==> config.mk <==
export PLATFORM = sky130hd
export DESIGN_NAME = depth_preview_top
export DESIGN_NICKNAME = d
export VERILOG_FILES = /design/src/depth_pkg.sv /design/src/host_command_decoder.sv /design/src/pixel_position_tracker.sv /design/src/depth_confidence_stage.sv /design/src/frame_byte_serializer.sv /design/src/depth_preview_top.sv
export SDC_FILE = /design/constraint.sdc
export NUM_CORES = 1
export LEC_CHECK = 0
export ABC_AREA = 1
export BUFFER_PORTS_ARGS = -buffer_cell sky130_fd_sc_hd__buf_2
export CORE_ASPECT_RATIO = 1.2
export CORE_MARGIN = 2
export CORE_UTILIZATION = 42
export DETAILED_ROUTE_END_ITERATION = 6
export SETUP_SLACK_MARGIN = 0.02
export SYNTH_ARGS = -nofsm -noshare
export SYNTH_HDL_FRONTEND = slang
export SYNTH_SLANG_ARGS = --single-unit
==> constraint.sdc <==
create_clock -name core_clk -period 3.6 [get_ports core_clk]
set_input_delay 0.36 -clock core_clk [delete_from_list [all_inputs] [get_ports core_clk]]
set_output_delay 0.36 -clock core_clk [all_outputs]
set_load 0.1 [all_outputs]
==> src/depth_pkg.sv <==
package depth_pkg;

    ////////////////////////////////////////////////////////////////////////////
    // frame geometry and stream constants

    localparam int FRAME_WIDTH  = 16;
    localparam int FRAME_HEIGHT = 12;

    // "BIVFRAME", sent most significant byte first
    localparam logic [63:0] MAGIC_NUM   = 64'h4249_5646_5241_4d45;
    localparam int          MAGIC_BYTES = 8;

    // host command framing
    localparam int          CMD_BYTES      = 6;
    localparam logic [15:0] REG_CONFIDENCE = 16'h0001;

    localparam int PIXEL_FIFO_DEPTH = 32;

    ////////////////////////////////////////////////////////////////////////////
    // shared types

    // raw half-precision bits
    typedef logic [15:0] fp16_t;

    // all-ones mantissa, exponent saturates the converter
    localparam fp16_t DEPTH_SATURATED = 16'h7fff;

    typedef struct packed {
        logic       valid;
        logic       sof;
        logic [7:0] raw;
        fp16_t      z;
        fp16_t      c;
    } pixel_beat_t;

    typedef struct packed {
        logic [15:0] addr;
        logic [31:0] data;
    } host_cmd_t;

    typedef struct packed {
        logic       valid;
        logic       frame_start;
        logic [7:0] col;
        logic [7:0] row;
        logic [7:0] raw;
        fp16_t      z;
        fp16_t      c;
    } positioned_pixel_t;

    typedef struct packed {
        logic       valid;
        logic       frame_start;
        logic [7:0] raw;
        logic [7:0] depth;
    } depth_pixel_t;

endpackage

==> src/host_command_decoder.sv <==
module host_command_decoder (
    input  logic              core_clk,
    input  logic              sys_reset,
    input  logic [7:0]        host_byte_i,
    input  logic              host_byte_valid_i,
    output depth_pkg::fp16_t  confidence_o
);
    import depth_pkg::*;

    // first byte ends up in the top of the word
    logic [39:0] shift_q;
    logic [2:0]  byte_cnt_q;
    logic        last_byte;
    host_cmd_t   cmd;

    assign last_byte = host_byte_valid_i && (byte_cnt_q == 3'(CMD_BYTES - 1));

    // complete command including the byte arriving now
    assign cmd = host_cmd_t'({shift_q, host_byte_i});

    ////////////////////////////////////////////////////////////////////////////
    // byte assembly

    always_ff @(posedge core_clk) begin
        if (host_byte_valid_i) begin
            shift_q <= {shift_q[31:0], host_byte_i};
        end
    end

    always_ff @(posedge core_clk) begin
        if (sys_reset) begin
            byte_cnt_q <= '0;
        end else if (last_byte) begin
            byte_cnt_q <= '0;
        end else if (host_byte_valid_i) begin
            byte_cnt_q <= byte_cnt_q + 3'd1;
        end
    end

    ////////////////////////////////////////////////////////////////////////////
    // register file, only the threshold is kept here

    always_ff @(posedge core_clk) begin
        if (sys_reset) begin
            confidence_o <= '0;
        end else if (last_byte && (cmd.addr == REG_CONFIDENCE)) begin
            // threshold lives in the low half of the data word
            confidence_o <= cmd.data[15:0];
        end
    end

endmodule

==> src/pixel_position_tracker.sv <==
module pixel_position_tracker (
    input  logic                          core_clk,
    input  logic                          sys_reset,
    input  depth_pkg::pixel_beat_t        pixel_i,
    output depth_pkg::positioned_pixel_t  pixel_o
);
    import depth_pkg::*;

    // position that the next valid beat will take
    logic [7:0] col_q;
    logic [7:0] row_q;
    logic [7:0] cur_col;
    logic [7:0] cur_row;

    logic        valid_q;
    logic        frame_start_q;
    logic [7:0]  col_out_q;
    logic [7:0]  row_out_q;
    logic [7:0]  raw_q;
    fp16_t       z_q;
    fp16_t       c_q;

    // sof forces the beat back to the frame origin
    assign cur_col = pixel_i.sof ? 8'd0 : col_q;
    assign cur_row = pixel_i.sof ? 8'd0 : row_q;

    always_ff @(posedge core_clk) begin
        if (sys_reset) begin
            col_q <= '0;
            row_q <= '0;
        end else if (pixel_i.valid) begin
            if (cur_col == 8'(FRAME_WIDTH - 1)) begin
                col_q <= '0;
                row_q <= (cur_row == 8'(FRAME_HEIGHT - 1)) ? 8'd0 : cur_row + 8'd1;
            end else begin
                col_q <= cur_col + 8'd1;
                row_q <= cur_row;
            end
        end
    end

    always_ff @(posedge core_clk) begin
        if (sys_reset) begin
            valid_q       <= 1'b0;
            frame_start_q <= 1'b0;
        end else begin
            valid_q       <= pixel_i.valid;
            frame_start_q <= pixel_i.valid && (cur_col == 8'd0) && (cur_row == 8'd0);
        end
    end

    // payload
    always_ff @(posedge core_clk) begin
        col_out_q <= cur_col;
        row_out_q <= cur_row;
        raw_q     <= pixel_i.raw;
        z_q       <= pixel_i.z;
        c_q       <= pixel_i.c;
    end

    assign pixel_o = '{valid: valid_q, frame_start: frame_start_q, col: col_out_q,
                       row: row_out_q, raw: raw_q, z: z_q, c: c_q};

endmodule

==> src/depth_confidence_stage.sv <==
module depth_confidence_stage (
    input  logic                          core_clk,
    input  logic                          sys_reset,
    input  depth_pkg::positioned_pixel_t  pixel_i,
    input  depth_pkg::fp16_t              confidence_i,
    output depth_pkg::depth_pixel_t       pixel_o
);
    import depth_pkg::*;

    fp16_t       depth_sel;
    logic [4:0]  exp_biased;
    logic [10:0] significand;
    logic [10:0] sig_shifted;
    logic [7:0]  depth_u8;

    logic        valid_q;
    logic        frame_start_q;
    logic [7:0]  raw_q;
    logic [7:0]  depth_q;

    ////////////////////////////////////////////////////////////////////////////
    // confidence filter
    // plain unsigned compare, good enough for non-negative fp16

    assign depth_sel = (pixel_i.c >= confidence_i) ? pixel_i.z : DEPTH_SATURATED;

    ////////////////////////////////////////////////////////////////////////////
    // fp16 to u8, lead exponent of -1
    // 0.5 lands on 128, anything from 1.0 up saturates

    assign exp_biased  = depth_sel[14:10];
    assign significand = {1'b1, depth_sel[9:0]};
    assign sig_shifted = significand >> (5'd17 - exp_biased);

    always_comb begin
        if (depth_sel[15]) begin
            depth_u8 = 8'd0;
        end else if (exp_biased >= 5'd15) begin
            depth_u8 = 8'd255;
        end else if (exp_biased == 5'd0) begin
            // subnormals are below one lsb
            depth_u8 = 8'd0;
        end else begin
            depth_u8 = sig_shifted[7:0];
        end
    end

    always_ff @(posedge core_clk) begin
        if (sys_reset) begin
            valid_q       <= 1'b0;
            frame_start_q <= 1'b0;
        end else begin
            valid_q       <= pixel_i.valid;
            frame_start_q <= pixel_i.valid && pixel_i.frame_start;
        end
    end

    always_ff @(posedge core_clk) begin
        raw_q   <= pixel_i.raw;
        depth_q <= depth_u8;
    end

    assign pixel_o = '{valid: valid_q, frame_start: frame_start_q,
                       raw: raw_q, depth: depth_q};

endmodule

==> src/frame_byte_serializer.sv <==
module frame_byte_serializer (
    input  logic                     core_clk,
    input  logic                     sys_reset,
    input  depth_pkg::depth_pixel_t  pixel_i,
    input  logic                     host_stall_i,
    output logic [7:0]               byte_o,
    output logic                     byte_valid_o,
    output logic                     overflow_o
);
    import depth_pkg::*;

    ////////////////////////////////////////////////////////////////////////////
    // pixel FIFO

    depth_pixel_t mem [PIXEL_FIFO_DEPTH];

    // one extra bit tells full from empty
    logic [$clog2(PIXEL_FIFO_DEPTH):0]   wr_ptr_q;
    logic [$clog2(PIXEL_FIFO_DEPTH):0]   rd_ptr_q;
    logic [$clog2(PIXEL_FIFO_DEPTH):0]   fill;
    logic                                fifo_empty;
    logic                                fifo_full;
    logic                                push;
    logic                                pop;
    depth_pixel_t                        head;

    assign fill       = wr_ptr_q - rd_ptr_q;
    assign fifo_empty = (fill == '0);
    assign fifo_full  = (fill == ($clog2(PIXEL_FIFO_DEPTH) + 1)'(PIXEL_FIFO_DEPTH));
    assign push       = pixel_i.valid && !fifo_full;
    assign head       = mem[rd_ptr_q[$clog2(PIXEL_FIFO_DEPTH)-1:0]];

    always_ff @(posedge core_clk) begin
        if (push) begin
            mem[wr_ptr_q[$clog2(PIXEL_FIFO_DEPTH)-1:0]] <= pixel_i;
        end
    end

    always_ff @(posedge core_clk) begin
        if (sys_reset) begin
            wr_ptr_q   <= '0;
            rd_ptr_q   <= '0;
            overflow_o <= 1'b0;
        end else begin
            if (push) begin
                wr_ptr_q <= wr_ptr_q + 1'b1;
            end
            if (pop) begin
                rd_ptr_q <= rd_ptr_q + 1'b1;
            end
            // pixel is lost, flag stays up until reset
            if (pixel_i.valid && fifo_full) begin
                overflow_o <= 1'b1;
            end
        end
    end

    ////////////////////////////////////////////////////////////////////////////
    // output sequencer
    // header (frame starts only), then raw, then depth per entry

    logic [$clog2(MAGIC_BYTES)-1:0] hdr_idx_q;
    logic                           hdr_done_q;
    logic                           depth_phase_q;
    logic                           emit_header;
    logic [7:0]                     magic_byte;

    assign emit_header  = head.frame_start && !hdr_done_q;
    assign magic_byte   = MAGIC_NUM[63 - 8 * hdr_idx_q -: 8];
    assign byte_valid_o = !fifo_empty && !host_stall_i;
    assign pop          = byte_valid_o && !emit_header && depth_phase_q;

    always_comb begin
        if (emit_header) begin
            byte_o = magic_byte;
        end else if (depth_phase_q) begin
            byte_o = head.depth;
        end else begin
            byte_o = head.raw;
        end
    end

    always_ff @(posedge core_clk) begin
        if (sys_reset) begin
            hdr_idx_q     <= '0;
            hdr_done_q    <= 1'b0;
            depth_phase_q <= 1'b0;
        end else if (byte_valid_o) begin
            if (emit_header) begin
                if (hdr_idx_q == ($clog2(MAGIC_BYTES))'(MAGIC_BYTES - 1)) begin
                    hdr_idx_q  <= '0;
                    hdr_done_q <= 1'b1;
                end else begin
                    hdr_idx_q <= hdr_idx_q + 1'b1;
                end
            end else if (!depth_phase_q) begin
                depth_phase_q <= 1'b1;
            end else begin
                // entry retired, next head starts clean
                depth_phase_q <= 1'b0;
                hdr_done_q    <= 1'b0;
            end
        end
    end

endmodule

==> src/depth_preview_top.sv <==
module depth_preview_top (
    input  logic                    core_clk,
    input  logic                    sys_reset,

    // pixel stream, valid at most every other cycle
    input  depth_pkg::pixel_beat_t  pixel_i,

    // host command bytes
    input  logic [7:0]              host_byte_i,
    input  logic                    host_byte_valid_i,

    // byte stream to host
    input  logic                    host_stall_i,
    output logic [7:0]              byte_o,
    output logic                    byte_valid_o,
    output logic                    overflow_o
);
    import depth_pkg::*;

    fp16_t             confidence;
    positioned_pixel_t positioned_pixel;
    depth_pixel_t      depth_pixel;

    host_command_decoder u_host_command_decoder (
        .core_clk          (core_clk),
        .sys_reset         (sys_reset),
        .host_byte_i       (host_byte_i),
        .host_byte_valid_i (host_byte_valid_i),
        .confidence_o      (confidence)
    );

    pixel_position_tracker u_pixel_position_tracker (
        .core_clk  (core_clk),
        .sys_reset (sys_reset),
        .pixel_i   (pixel_i),
        .pixel_o   (positioned_pixel)
    );

    depth_confidence_stage u_depth_confidence_stage (
        .core_clk     (core_clk),
        .sys_reset    (sys_reset),
        .pixel_i      (positioned_pixel),
        .confidence_i (confidence),
        .pixel_o      (depth_pixel)
    );

    frame_byte_serializer u_frame_byte_serializer (
        .core_clk     (core_clk),
        .sys_reset    (sys_reset),
        .pixel_i      (depth_pixel),
        .host_stall_i (host_stall_i),
        .byte_o       (byte_o),
        .byte_valid_o (byte_valid_o),
        .overflow_o   (overflow_o)
    );

endmodule

==> key figures <==
Outcome
  – Status: finished, final reports clean

Timing
  – RSZ-0062 raised after global routing: false
  – Tcrit/Tclk final: a little over nine tenths
  – Worst slew pin tran: between 1000 and 1500 ps
  – Maximum clock rate: 285 MHz
  – Minimum clock period: roughly 3500 ps
  – Skew final: roughly 18 ps
  – Hold slack: around 87 ps
  – Setup TNS: 0 ps
  – Setup Viol. Count Final: 0
  – Final max-slew violation count: 0
  – Setup ws final: 96.2 ps
  – Final hold violations: 0
  – Slew headroom: 22.7%

Pwr
  – Max rail drop VDD: around 370 uV
  – Flop pwr share: approximately 53%
  – Clock power frac: a little over two fifths
  – Gate power share: 4.2%
  – PD cells: 525 nW/um2
  – Power Internal: 13.5 mW
  – Switching part of the total: around a fifth
  – Leakage: ~11 nW
  – Switching Power: roughly 3.6 mW

Logic synthesis
  – Seq cells post-synth: approximately 700
  – Synthesis Warnings: 0
  – Netlist Area Pre-Place: 28000 um2
  – Sequential fraction of the synthesis area: between 70% and 80%
  – Post-Syn Nets: approximately 2400
  – Cells after Synth: roughly 2300
  – Area share of the largest cell type after synthesis: a little over three fifths
  – Dominant cell type by area after synthesis: edfxtp_1
  – Synth cell types: 55
  – Synth top area cells: edfxtp_1 63%, dfxtp_1 8.4%, o21ai_0 5.6%, nor2_1 5.1%, o221ai_1 2.1%
  – Average size of a mapped cell: 12.3 um2

Critical path
  – Setup CP Type: register to primary output
  – Maximum fanout along the worst path: 48
  – Endpoint class of the critical path: primary output
  – Critical Path Start Type: register
  – Critical path arrival: around 3100 ps
  – WP data required: around 3200 ps

Layout
  – Final Cell Area: 32600 um2
  – Share of layout cells above drive strength 1: about 14%
  – # diodes: 0
  – Layout fillers: roughly 5700
  – Area delta synth->final: 16.7%
  – Final #Nets: 2503
  – Post-Route Utilization: approximately 50%

Global routing
  – Vias in the first global route: around 18000
  – Total gr overflow: 0
  – Global route hottest layer: met2
  – Largest net degree at the start of global routing: between 80 and 90
  – M1 GR Usage: between 20% and 30%
  – Met3 Track Usage GR: under 10%
  – Gr usage total: approximately a fifth
  – Met2 Usage GRT: 35.4%
  – Antenna violations before repair: 0
  – First-pass GRT wire length: around 110000 um

Placed design
  – Dpl hpwl: between 40000 and 50000 um
  – Dpl cell area: 29600 um2
  – Gpl congestion: approximately 0.84
  – Port bufs: 63
  – Setup WS pre-CTS: around 380 ps

Drt
  – Via Count: 18600
  – Vias per cell: roughly 5.6
  – Antenna viol nets, final: 0
  – # DRC: 0
  – Wirelength per Cell: between 20 and 25 um
  – DRT iter0 DRCs: 1782
  – Drt pass-1 iters: 7
  – Routed WL: just over 70000 um

Min path
  – Worst Hold Class: input port to register

Floorplanning
  – Rows: approximately 100
  – Die height: between 200 and 300 um
  – Die Width: approximately 240 um
  – Starting Density: between 40% and 50%
  – Die area: between 60000 and 70000 um2
  – Floorplan core area: roughly 66000 um2
  – Io pins: 64

Flow run
  – Maxcap violations: 0

Clock network
  – Longest Clk Path Bufs: 3
  – CTS root buf: clkbuf_16
  – CTS tree: yes
  – Total CTS buffers: 71
  – Clock sink count: between 700 and 800
  – Clk_lat worst skew: around 600 ps
  – Htree depth: 3
  – Clk pin slew, worst setup/hold paths: roughly 60 ps
==> through the flow <==
stage	std cells	power [mW]
after floorplan	2273	9.62
after global placement	3176	9.90
after CTS	3354	17.2
after detailed placement	3176	9.92
after global routing	3358	17.6
final	3358	17.1
==> timing repair <==
action	in CTS	in global routing
pin swaps	0	1
cloned	2	0
gates resized for setup	10	8
endpoints found under the hold margin	48	0
hold buffers	48	0
setup buffers	0	4
endpoints found under the setup margin	8	8
==> final timing paths <==
kind                                                                       start  cells after the start  slack [ps]                                              to
worst max-delay path                                                    register                     10         100                                       byte_o[5]
worst min-delay path                                                 pixel_i[41]                      3          90  u_pixel_position_tracker.col_q[6]$_SDFFE_PP0P_
worst max register to register  u_frame_byte_serializer.wr_ptr_q[0]$_SDFFE_PP0P_                     16         590    u_frame_byte_serializer.mem[2][11]$_DFFE_PP_
worst min register to register         u_pixel_position_tracker.raw_q[1]$_DFF_P_                      0         330       u_depth_confidence_stage.raw_q[1]$_DFF_P_
==> cell type report <==
| class | count | area, um2 | share of cell area [%] |
|---|---|---|---|
| Sequential cell | 702 | 19900 | 61.0 |
| Multi-Input combinational cell | 1334 | 7090 | 21.7 |
| Clock buffer | 95 | 1970 | 6.04 |
| Timing Repair Buffer | 195 | 1790 | 5.47 |
| Tap cell | 892 | 1120 | 3.42 |
| Inverter | 107 | 422 | 1.29 |
| Clock inverter | 33 | 339 | 1.04 |
==> synth_stat cells (all sizes together) <==
cell type	n
nand2	155
dfxtp	118
o21ai	336
o31ai	1
o211ai	7
a32o	2
xnor2	6
ha	38
a211oi	1
o311ai	2
inv	104
o2111ai	1
buf	71
a31oi	6
nand3	118
nor3	11
nor3b	2
o22ai	74
nand4	12
o221ai	68
clkbuf	59
a21oi	73
edfxtp	584
a31o	1
clkinv	3
nor2	388
or4	1
or2	11
nor4b	1
nand3b	3
xor2	10
o21bai	1
nor4	5
==> state kept, by name, summed over array words and instances, names as in the netlist, 16 cells and up, named ones only <==
name and flops:
u_pixel_position_tracker.c_q 16, u_host_command_decoder.confidence_o 16, u_pixel_position_tracker.z_q 16, u_host_command_decoder.shift_q 40
u_frame_byte_serializer.mem 544
==> layer usage <==
metal  vias to the layer above  wire [um]  part of all wire, %
met4                         0       2290                  3.2
met2                       740      34700                   49
met5                         -          0                    0
met1                      9202      28800                   41
li1                       8576          -                    -
met3                       129       4850                  6.9
==> power by group through the flow <==
stage               Combinational [mW]  Sequential (mW)  Clock (mW)
finish                           0.716             9.09        7.33
CTS                              0.711             9.09        7.45
detailed placement               0.661             9.26           0
global placement                 0.648             9.25           0
floorplan                        0.389             9.23           0
global route                     0.781             9.10        7.77
==> layout by cell type (no fill, tap or decap), drive strengths merged, types with 68 or more instances in the layout <==
master	n
dfxtp	118
nand3	118
nor2	388
inv	106
o21ai	336
o22ai	74
o221ai	68
a21oi	73
nand2	155
edfxtp	584
buf	144
clkbuf	96
==> worst max-delay path, stage by stage (launching register included) <==
cell	delay (ps)
dfxtp_4	450
inv_16	200
buf_12	250
o21ai_0	110
o22ai_1	180
o21ai_0	100
o21ai_0	450
o211ai_1	200
a21oi_1	210
buf_4	170
buf_12	170
==> kinds of logic after synthesis <==
kind of cell | after synthesis | synth area share, %
flops | 702 | 71.2
buf+inv | 237 | 3.94
fa+ha+maj | 38 | 1.70
simple gates | 707 | 10.9
xor+xnor | 16 | 0.501
compound gates | 573 | 11.8
No activity file was read; power rests on OpenSTA's default activity.
